--- config.mk ---
export PLATFORM = sky130hd
export DESIGN_NAME = adc_post_processing
export DESIGN_NICKNAME = d
export VERILOG_FILES = /design/src/design/adc_pkg.sv /design/src/design/adc_control_regs.sv /design/src/design/adc_calibration.sv /design/src/design/adc_window_comparator.sv /design/src/design/adc_decimator.sv /design/src/design/adc_fault_monitor.sv /design/src/design/adc_post_processing.sv
export SDC_FILE = /design/constraint.sdc
export NUM_CORES = 1
export LEC_CHECK = 0
export ABC_AREA = 1
export BUFFER_PORTS_ARGS = -buffer_cell sky130_fd_sc_hd__buf_2
export CAP_MARGIN = 20
export CORE_MARGIN = 8
export CORE_UTILIZATION = 45
export DETAILED_ROUTE_END_ITERATION = 7
export GPL_TIMING_DRIVEN = 0
export PLACE_DENSITY = 0.71
export SLEW_MARGIN = 20
export SYNTH_ARGS = -nofsm -noshare
export SYNTH_HDL_FRONTEND = slang
export SYNTH_SLANG_ARGS = --single-unit
--- constraint.sdc ---
create_clock -name clock -period 5.2 [get_ports clock]
set_input_delay 0 -clock clock [delete_from_list [all_inputs] [get_ports clock]]
set_output_delay 0 -clock clock [all_outputs]
set_load 0.05 [all_outputs]
--- src/design/adc_pkg.sv ---
package adc_pkg;

    // Width of one ADC sample
    // The top level passes this value down as a module parameter
    localparam int DATA_WIDTH = 16;

    // Channel tag width and the channel count that follows from it
    localparam int CHANNEL_BITS = 2;
    localparam int N_CHANNELS = 1 << CHANNEL_BITS;

    // One beat of a sample stream
    // There is no ready, so a beat with valid high is always taken
    typedef struct packed {
        logic                         valid;
        logic [CHANNEL_BITS-1:0]      dest;
        logic signed [DATA_WIDTH-1:0] data;
    } adc_sample_t;

    // Outputs of one window comparator
    typedef struct packed {
        logic trip_high;
        logic trip_low;
    } cmp_flags_t;

    // Threshold set of one comparator
    // In latching mode only low_falling and high_rising matter
    typedef struct packed {
        logic signed [DATA_WIDTH-1:0] low_falling;
        logic signed [DATA_WIDTH-1:0] low_rising;
        logic signed [DATA_WIDTH-1:0] high_falling;
        logic signed [DATA_WIDTH-1:0] high_rising;
    } cmp_thresholds_t;

    // Threshold registers carry the fast half low and the slow half high
    typedef struct packed {
        logic signed [15:0] slow;
        logic signed [15:0] fast;
    } reg_thr_t;

    // Layout of the control register
    typedef struct packed {
        logic [7:0] decimation;
        logic [5:0] reserved_hi;
        logic       fault_disable;
        logic       clear_fault;
        logic [7:0] fault_delay;
        logic [2:0] cal_shift;
        logic [1:0] clear_latch;
        logic [1:0] latch_mode;
        logic       reserved_lo;
    } reg_ctrl_t;

    // Layout of the calibration coefficient register
    typedef struct packed {
        logic signed [15:0] offset;
        logic [13:0]        reserved;
        logic [1:0]         channel;
    } reg_cal_t;

    // A register write word is read through the view that its address selects
    typedef union packed {
        reg_thr_t  thr;
        reg_ctrl_t ctrl;
        reg_cal_t  cal;
    } adc_reg_word_u;

    // Word addresses of the register map
    localparam logic [2:0] REG_CMP_LOW_F  = 3'd0;
    localparam logic [2:0] REG_CMP_LOW_R  = 3'd1;
    localparam logic [2:0] REG_CMP_HIGH_F = 3'd2;
    localparam logic [2:0] REG_CMP_HIGH_R = 3'd3;
    localparam logic [2:0] REG_CAL_COEFF  = 3'd4;
    localparam logic [2:0] REG_CONTROL    = 3'd5;

endpackage

--- src/design/adc_control_regs.sv ---
`timescale 1ns/1ps

module adc_control_regs #(
    parameter int DATA_WIDTH = adc_pkg::DATA_WIDTH
) (
    input  logic                         clock,
    input  logic                         rst_n,
    input  logic                         reg_write,
    input  logic [2:0]                   reg_addr,
    input  adc_pkg::adc_reg_word_u       reg_wdata,
    output adc_pkg::cmp_thresholds_t     fast_thr,
    output adc_pkg::cmp_thresholds_t     slow_thr,
    output logic signed [DATA_WIDTH-1:0] offsets [adc_pkg::N_CHANNELS],
    output logic [2:0]                   cal_shift,
    output logic [1:0]                   latch_mode,
    output logic [1:0]                   clear_latch,
    output logic [7:0]                   fault_delay,
    output logic                         clear_fault,
    output logic                         fault_disable,
    output logic [7:0]                   decimation
);

    // All settings are plain registers, so a write shows on the outputs
    // one cycle after the strobe
    // clear_latch and clear_fault are ordinary bits here and stay asserted
    // until software writes them back to zero
    always_ff @(posedge clock) begin
        if (!rst_n) begin
            fast_thr      <= '0;
            slow_thr      <= '0;
            for (int i = 0; i < adc_pkg::N_CHANNELS; i++) begin
                offsets[i] <= '0;
            end
            cal_shift     <= '0;
            latch_mode    <= '0;
            clear_latch   <= '0;
            fault_delay   <= '0;
            clear_fault   <= 1'b0;
            fault_disable <= 1'b0;
            // A ratio of one passes every sample straight through
            decimation    <= 8'd1;
        end else if (reg_write) begin
            case (reg_addr)
                // Each threshold word updates the same field in both sets
                adc_pkg::REG_CMP_LOW_F: begin
                    fast_thr.low_falling <= reg_wdata.thr.fast;
                    slow_thr.low_falling <= reg_wdata.thr.slow;
                end
                adc_pkg::REG_CMP_LOW_R: begin
                    fast_thr.low_rising <= reg_wdata.thr.fast;
                    slow_thr.low_rising <= reg_wdata.thr.slow;
                end
                adc_pkg::REG_CMP_HIGH_F: begin
                    fast_thr.high_falling <= reg_wdata.thr.fast;
                    slow_thr.high_falling <= reg_wdata.thr.slow;
                end
                adc_pkg::REG_CMP_HIGH_R: begin
                    fast_thr.high_rising <= reg_wdata.thr.fast;
                    slow_thr.high_rising <= reg_wdata.thr.slow;
                end
                // The channel field picks which offset is loaded
                adc_pkg::REG_CAL_COEFF: begin
                    offsets[reg_wdata.cal.channel] <= reg_wdata.cal.offset;
                end
                // The control word rewrites every setting at once
                adc_pkg::REG_CONTROL: begin
                    latch_mode    <= reg_wdata.ctrl.latch_mode;
                    clear_latch   <= reg_wdata.ctrl.clear_latch;
                    cal_shift     <= reg_wdata.ctrl.cal_shift;
                    fault_delay   <= reg_wdata.ctrl.fault_delay;
                    clear_fault   <= reg_wdata.ctrl.clear_fault;
                    fault_disable <= reg_wdata.ctrl.fault_disable;
                    decimation    <= reg_wdata.ctrl.decimation;
                end
                // Writes outside the map are dropped
                default: begin
                end
            endcase
        end
    end

    // Software must only address words that exist in the map
    a_addr_in_map: assert property (
        @(posedge clock) disable iff (!rst_n)
        reg_write |-> (reg_addr <= adc_pkg::REG_CONTROL)
    );

endmodule

--- src/design/adc_calibration.sv ---
`timescale 1ns/1ps

module adc_calibration #(
    parameter int DATA_WIDTH = adc_pkg::DATA_WIDTH
) (
    input  logic                         clock,
    input  logic                         rst_n,
    input  adc_pkg::adc_sample_t         sample_in,
    input  logic signed [DATA_WIDTH-1:0] offsets [adc_pkg::N_CHANNELS],
    input  logic [2:0]                   cal_shift,
    output adc_pkg::adc_sample_t         fast_out
);

    // Saturation limits of a signed sample
    localparam logic signed [DATA_WIDTH-1:0] SAT_MAX = {1'b0, {(DATA_WIDTH-1){1'b1}}};
    localparam logic signed [DATA_WIDTH-1:0] SAT_MIN = {1'b1, {(DATA_WIDTH-1){1'b0}}};

    logic signed [DATA_WIDTH:0]   sum_full;
    logic signed [DATA_WIDTH-1:0] sum_sat;
    logic signed [DATA_WIDTH-1:0] cal_data;
    logic                         overflow;

    // One extra bit holds the full sum of sample and channel offset
    assign sum_full = sample_in.data + offsets[sample_in.dest];

    // The two top bits differ only when the sum left the sample range
    assign overflow = sum_full[DATA_WIDTH] ^ sum_full[DATA_WIDTH-1];

    // The sign bit of the wide sum tells which rail was crossed
    assign sum_sat = overflow ? (sum_full[DATA_WIDTH] ? SAT_MIN : SAT_MAX)
                              : sum_full[DATA_WIDTH-1:0];

    // Gain is a power-of-two attenuation that keeps the sign
    assign cal_data = sum_sat >>> cal_shift;

    // Tag and data follow the input after exactly one register stage
    always_ff @(posedge clock) begin
        fast_out.dest <= sample_in.dest;
        fast_out.data <= cal_data;
        if (!rst_n) begin
            fast_out.valid <= 1'b0;
        end else begin
            fast_out.valid <= sample_in.valid;
        end
    end

    // Calibration never drops or invents a sample
    a_valid_follows: assert property (
        @(posedge clock) disable iff (!rst_n)
        1'b1 |=> (fast_out.valid == $past(sample_in.valid))
    );

endmodule

--- src/design/adc_window_comparator.sv ---
`timescale 1ns/1ps

module adc_window_comparator #(
    parameter int DATA_WIDTH = adc_pkg::DATA_WIDTH
) (
    input  logic                     clock,
    input  logic                     rst_n,
    input  adc_pkg::adc_sample_t     sample_in,
    input  adc_pkg::cmp_thresholds_t thresholds,
    input  logic                     latching,
    input  logic                     clear_latch,
    output adc_pkg::cmp_flags_t      flags
);

    logic signed [DATA_WIDTH-1:0] data;
    logic                         clear_active;
    logic                         above_high_rising;
    logic                         below_high_falling;
    logic                         below_low_falling;
    logic                         above_low_rising;
    adc_pkg::cmp_flags_t          next_flags;

    assign data = sample_in.data;

    // The clear bit only has meaning while the comparator latches
    assign clear_active = latching && clear_latch;

    // Signed compares against the four window edges
    assign above_high_rising  = data > thresholds.high_rising;
    assign below_high_falling = data < thresholds.high_falling;
    assign below_low_falling  = data < thresholds.low_falling;
    assign above_low_rising   = data > thresholds.low_rising;

    // Set wins over release on the same sample
    // In latching mode the release path is blocked and only a clear resets a flag
    always_comb begin
        next_flags = flags;
        if (sample_in.valid) begin
            if (above_high_rising) begin
                next_flags.trip_high = 1'b1;
            end else if (below_high_falling && !latching) begin
                next_flags.trip_high = 1'b0;
            end
            if (below_low_falling) begin
                next_flags.trip_low = 1'b1;
            end else if (above_low_rising && !latching) begin
                next_flags.trip_low = 1'b0;
            end
        end
    end

    // A held clear keeps both flags down even if the data is still outside
    always_ff @(posedge clock) begin
        if (!rst_n) begin
            flags <= '0;
        end else if (clear_active) begin
            flags <= '0;
        end else begin
            flags <= next_flags;
        end
    end

    // Without a sample or a clear the flags must not move
    a_flags_hold: assert property (
        @(posedge clock) disable iff (!rst_n)
        (!sample_in.valid && !clear_active) |=> $stable(flags)
    );

endmodule

--- src/design/adc_decimator.sv ---
`timescale 1ns/1ps

module adc_decimator (
    input  logic                 clock,
    input  logic                 rst_n,
    input  adc_pkg::adc_sample_t sample_in,
    input  logic [7:0]           decimation,
    output adc_pkg::adc_sample_t sample_out
);

    logic [7:0] count [adc_pkg::N_CHANNELS];
    logic [7:0] ratio_q;
    logic [7:0] eff_ratio;
    logic [7:0] last_index;
    logic       ratio_changed;
    logic       keep;

    // Zero would stall the stream, so it is read as one
    assign eff_ratio  = (decimation == 8'd0) ? 8'd1 : decimation;
    assign last_index = eff_ratio - 8'd1;

    // A new ratio restarts every channel from a clean phase
    assign ratio_changed = decimation != ratio_q;

    // The greater-or-equal compare also covers a counter left over from a larger ratio
    assign keep = sample_in.valid && (count[sample_in.dest] >= last_index);

    // Each channel counts its own samples, so interleaving does not matter
    always_ff @(posedge clock) begin
        if (!rst_n) begin
            ratio_q <= 8'd1;
            for (int i = 0; i < adc_pkg::N_CHANNELS; i++) begin
                count[i] <= '0;
            end
        end else begin
            ratio_q <= decimation;
            if (ratio_changed) begin
                for (int i = 0; i < adc_pkg::N_CHANNELS; i++) begin
                    count[i] <= '0;
                end
            end else if (sample_in.valid) begin
                if (keep) begin
                    count[sample_in.dest] <= '0;
                end else begin
                    count[sample_in.dest] <= count[sample_in.dest] + 8'd1;
                end
            end
        end
    end

    // Kept samples leave one cycle later; dropped ones never raise valid
    always_ff @(posedge clock) begin
        sample_out.dest <= sample_in.dest;
        sample_out.data <= sample_in.data;
        if (!rst_n) begin
            sample_out.valid <= 1'b0;
        end else begin
            sample_out.valid <= keep;
        end
    end

    // Once the ratio is settled no channel counter may reach it
    for (genvar i = 0; i < adc_pkg::N_CHANNELS; i++) begin : g_count_chk
        a_count_range: assert property (
            @(posedge clock) disable iff (!rst_n)
            !ratio_changed |-> (count[i] < eff_ratio)
        );
    end

endmodule

--- src/design/adc_fault_monitor.sv ---
`timescale 1ns/1ps

module adc_fault_monitor #(
    parameter int STICKY_FAULT = 0
) (
    input  logic                clock,
    input  logic                rst_n,
    input  adc_pkg::cmp_flags_t flags,
    input  logic [7:0]          fault_delay,
    input  logic                clear_fault,
    input  logic                fault_disable,
    output logic                fault
);

    logic [7:0] trip_count;
    logic       tripped;
    logic       set_fault;

    // Either side of the slow window counts as a trip
    assign tripped = flags.trip_high || flags.trip_low;

    // Greater-or-equal lets a fault appear once disable is released mid-trip
    assign set_fault = tripped && (trip_count >= fault_delay) && !fault_disable;

    // Consecutive trip cycles, saturating so a long trip cannot wrap to zero
    always_ff @(posedge clock) begin
        if (!rst_n || !tripped) begin
            trip_count <= '0;
        end else if (trip_count != 8'hff) begin
            trip_count <= trip_count + 8'd1;
        end
    end

    // Sticky mode keeps the fault until software clears it
    // otherwise the fault simply tracks the set condition
    always_ff @(posedge clock) begin
        if (!rst_n || clear_fault) begin
            fault <= 1'b0;
        end else if (STICKY_FAULT != 0) begin
            fault <= fault || set_fault;
        end else begin
            fault <= set_fault;
        end
    end

    // A disabled monitor never raises a new fault
    a_no_fault_when_disabled: assert property (
        @(posedge clock) disable iff (!rst_n)
        fault_disable |=> !$rose(fault)
    );

endmodule

--- src/design/adc_post_processing.sv ---
`timescale 1ns/1ps

module adc_post_processing #(
    parameter int DATA_WIDTH   = adc_pkg::DATA_WIDTH,
    parameter int STICKY_FAULT = 0
) (
    input  logic                   clock,
    input  logic                   rst_n,
    input  logic                   reg_write,
    input  logic [2:0]             reg_addr,
    input  adc_pkg::adc_reg_word_u reg_wdata,
    input  adc_pkg::adc_sample_t   sample_in,
    output adc_pkg::adc_sample_t   fast_out,
    output adc_pkg::adc_sample_t   filtered_out,
    output adc_pkg::cmp_flags_t    fast_flags,
    output adc_pkg::cmp_flags_t    slow_flags,
    output logic                   fault
);

    // Settings from the register block
    adc_pkg::cmp_thresholds_t     fast_thr;
    adc_pkg::cmp_thresholds_t     slow_thr;
    logic signed [DATA_WIDTH-1:0] offsets [adc_pkg::N_CHANNELS];
    logic [2:0]                   cal_shift;
    logic [1:0]                   latch_mode;
    logic [1:0]                   clear_latch;
    logic [7:0]                   fault_delay;
    logic                         clear_fault;
    logic                         fault_disable;
    logic [7:0]                   decimation;

    adc_control_regs #(
        .DATA_WIDTH(DATA_WIDTH)
    ) regs (
        .clock(clock), .rst_n(rst_n),
        .reg_write(reg_write), .reg_addr(reg_addr), .reg_wdata(reg_wdata),
        .fast_thr(fast_thr), .slow_thr(slow_thr), .offsets(offsets),
        .cal_shift(cal_shift), .latch_mode(latch_mode), .clear_latch(clear_latch),
        .fault_delay(fault_delay), .clear_fault(clear_fault),
        .fault_disable(fault_disable), .decimation(decimation)
    );

    // The fast comparator watches raw samples; bit 0 of each mode pair is its own
    adc_window_comparator #(
        .DATA_WIDTH(DATA_WIDTH)
    ) fast_cmp (
        .clock(clock), .rst_n(rst_n), .sample_in(sample_in), .thresholds(fast_thr),
        .latching(latch_mode[0]), .clear_latch(clear_latch[0]), .flags(fast_flags)
    );

    adc_calibration #(
        .DATA_WIDTH(DATA_WIDTH)
    ) calibration (
        .clock(clock), .rst_n(rst_n), .sample_in(sample_in),
        .offsets(offsets), .cal_shift(cal_shift), .fast_out(fast_out)
    );

    // Calibrated stream thinned per channel into the filtered stream
    adc_decimator decimator (
        .clock(clock), .rst_n(rst_n), .sample_in(fast_out),
        .decimation(decimation), .sample_out(filtered_out)
    );

    adc_window_comparator #(
        .DATA_WIDTH(DATA_WIDTH)
    ) slow_cmp (
        .clock(clock), .rst_n(rst_n), .sample_in(filtered_out), .thresholds(slow_thr),
        .latching(latch_mode[1]), .clear_latch(clear_latch[1]), .flags(slow_flags)
    );

    // Only the slow flags can raise a fault
    adc_fault_monitor #(
        .STICKY_FAULT(STICKY_FAULT)
    ) fault_monitor (
        .clock(clock), .rst_n(rst_n), .flags(slow_flags), .fault_delay(fault_delay),
        .clear_fault(clear_fault), .fault_disable(fault_disable), .fault(fault)
    );

endmodule

==> results.yml <==
status:
  status: "finished, final reports clean"
synthesis:
  synth-seq-cells: 308
  synth-compound-area-share: 0.202
  synth_common_cells: "nand2_1, a21oi_1, inv_1"
  synthArstFlopShare: 0
  synth-main-ff-cell: "dfxtp_1"
  syn_inst: 2179
  synth-xor-area-share: 0.00591
  synth_top_area_frac: 0.339
  syn_area_per_cell_um2: 7.49
  synth_top_area_cell: "dfxtp_1"
  synth_nets: 2397
  synthAdderAreaFrac: 0.124
  synth_area_mm2: 0.0163
  yosys.area_share.simple: 0.171
  synth.distinct_cells: 53
  synth_top_family_by_area: "compound AO/OA/AOI/OAI gates"
  synth-edff-count: 32
  synth_top_cells_by_area: "dfxtp_1, ha_1, a21oi_1, o21ai_0, nand2_1"
  yosysMostFrequentCell: "nand2_1"
  synthMuxAreaShare: 0
  ys_seq_area_frac: 0.398
  yosys_warnings: 0
worst_setup_path:
  crit_family: "buffers and inverters"
  reg2reg_depth: 24
  crit_path_frequent_cell: "nand2_1"
  cp-start-kind: "input pin"
  worst-path-max-fanout: 11
  reg2reg_from: "regs.offsets[34]"
  path_buf_inv: 8
  critPathMaxStageDelay_ns: 0.52
  cp_data_required_time_ns: 5.60
  critical-path-slowest-cell: "dlygate4sd3_1"
  crit_type: "in2reg"
  cp-end-kind: "flip-flop"
  crit_arrival_ns: 5.10
  r2r_end: "calibration.fast_out[4]"
  reg2reg_slack_ns: 0.92
floorplanning:
  die_area_mm2: 0.0426
  core_mm2: 0.0357
  die_y_um: 206
  die_w_um: 206
  ios: 100
  row_count: 69
  start_util: 0.458
place:
  gp_congestion: 0.939
  port_buffers: 98
  pre_cts_slack_ns: 0.174
  dp_hpwl_mm: 38.0
sta:
  finalCritPeriodShare: 0.902
  hold_violations: 0
  rsz0062_at_grt: "false"
  skew_ns: 0.0183
  finalSetupViolCount: 0
  worst_slack_ns: 0.507
  slew_violations: 0
  worst_pin_slew_ns: 0.839
  min_period_ns: 4.69
  slew_headroom: 0.440
  fin_setup_tns_ns: 0
  fmax_mhz: 213
detailed_routing:
  first_iter_violations: 1002
  routed_via_density: 5.42
  via_count: 15405
  routed_wl_mm: 50.5
  post-route-drc-count: 0
  wire_per_inst_um: 17.8
  drt_first_pass_iters: 5
  ant_nets: 0
power_and_ir_drop:
  leakage_nw: 8.14
  ir_drop_mv: 0.394
  total_power_w: 0.00762
  powerDensity_mw_per_mm2: 400
cells_and_area:
  utilization: 0.535
  syn_to_final_growth_pct: 16.8
  final_nets: 2570
  drive_above_1_share: 0.0824
min_path:
  hold-path-cell-count: 5
  hold_class: "in2reg"
  holdPathEnd: "regs.fast_thr[49]"
  hold_start: "reg_addr[2]"
clock_tree:
  cts_buffers: 35
  clockRootBuffer: "clkbuf_16"
  cts_tree: "done"
  clkSinkCount: 308
  insertion_delay_ns: 0.52
  path_clk_slew_ns: 0.06
  cts_buffer_depth: 3
  cts_max_level: 2
global_route:
  antenna_found_initial: 2
  overflow: 0
  grt_pass1_vias: 14701
  grt_max_degree: 16
  grt_pass1_wl_mm: 78.3
  track_usage: 0.233
flow_run:
  drv_cap: 0
cells in the final DEF, fill, tap and decap left out, types with 3 or more instances in the layout:
| master | n |
|---|---|
| and2_1 | 3 |
| buf_1 | 4 |
| a21oi_1 | 338 |
| xor2_1 | 8 |
| inv_1 | 335 |
| nor2_2 | 3 |
| o21bai_1 | 3 |
| nor2_1 | 117 |
| clkbuf_1 | 83 |
| nor2_4 | 3 |
| a31oi_1 | 4 |
| a22oi_1 | 3 |
| o21a_1 | 6 |
| ha_1 | 160 |
| clkinv_1 | 3 |
| xnor2_1 | 3 |
| clkbuf_16 | 36 |
| nand2_1 | 343 |
| nand2_2 | 5 |
| clkinvlp_4 | 4 |
| inv_2 | 3 |
| nand3b_1 | 8 |
| buf_2 | 99 |
| clkinv_2 | 4 |
| dfxtp_1 | 276 |
| clkbuf_8 | 3 |
| nand4_2 | 10 |
| dlygate4sd3_1 | 39 |
| bufinv_16 | 8 |
| nand4_1 | 15 |
| nand3_1 | 102 |
| nor3_1 | 9 |
| buf_6 | 3 |
| edfxtp_1 | 32 |
| a211oi_1 | 4 |
| o21ai_0 | 269 |
final cells by class:
cell class	instances	area, um2
Inverter	342	1290
Sequential cell	308	6490
Tap cell	461	577
Clock inverter	19	320
Buffer	86	347
Clock buffer	44	961
Antenna cell	2	5.00
Multi-Input combinational cell	1442	8190
Timing Repair Buffer	137	881
Fill cell	3312	16600
how the worst max path moves through the flow:
stage	to	depth (start not counted)	start	slack, ns
2_1_floorplan	calibration.fast_out[11]	27	sample_in[16]	1.60
3_3_place_gp	calibration.fast_out[4]	28	sample_in[16]	0.23
3_5_place_dp	calibration.fast_out[11]	28	sample_in[16]	0.17
4_1_cts	calibration.fast_out[11]	29	sample_in[16]	0.15
5_1_grt	calibration.fast_out[4]	28	sample_in[16]	0.09
6_report	calibration.fast_out[4]	28	sample_in[16]	0.51
report_power, final:
part	internal (W)	total (W)	switching (W)	leakage, nW
Combinational	0.000635	0.00204	0.00141	4.91
Clock	0.00172	0.00274	0.00103	0.619
Sequential	0.00261	0.00284	0.000228	2.61
cell families after synthesis:
kind of cell	after synthesis
buffers and inverters	429
XOR/XNOR	11
flip-flops	308
adder cells (fa/ha/maj)	161
AO/OA/AOI/OAI	640
AND/OR/NAND/NOR	630
routing by layer:
layer  vias to the layer above  wire [um]  global-route usage
li1                       7577          -                   -
met1                      7175      20800               0.291
met2                       533      24100               0.397
met3                       120       3520              0.0350
met4                         0       2030               0.100
met5                         -          0                   0
registers in the layout (all words and copies together), names as in the netlist, 19 cells and up:
signal / flops
regs.fast_thr: 64
regs.offsets: 64
regs.slow_thr: 64
decimator.count: 32
calibration.fast_out: 19
decimator.sample_out: 19
per-stage QoR:
stage | cell area, um2 | hold slack [ns] | std cells
after floorplan | 16300 | 0.0277 | 2179
after global placement | 17400 | 0.181 | 2738
after CTS | 19100 | 0.000371 | 2840
after detailed placement | 17400 | 0.174 | 2738
after global routing | 19100 | 0.00274 | 2841
final | 19100 | 0.00678 | 2841
tightest hold or removal path: cells and delay by family:
family	cells	cell delay (ns)
buf+inv	2	0.19
simple gates	2	0.16
compound gates	1	0.14
repair_timing:
item,4_1_cts,5_1_grt
endpoints found under the hold margin,192,0
hold buffers,39,0
buffers inserted,0,0
gates resized for setup,0,2
setup endpoints to repair,0,15
No activity file was read; power rests on OpenSTA's default activity.
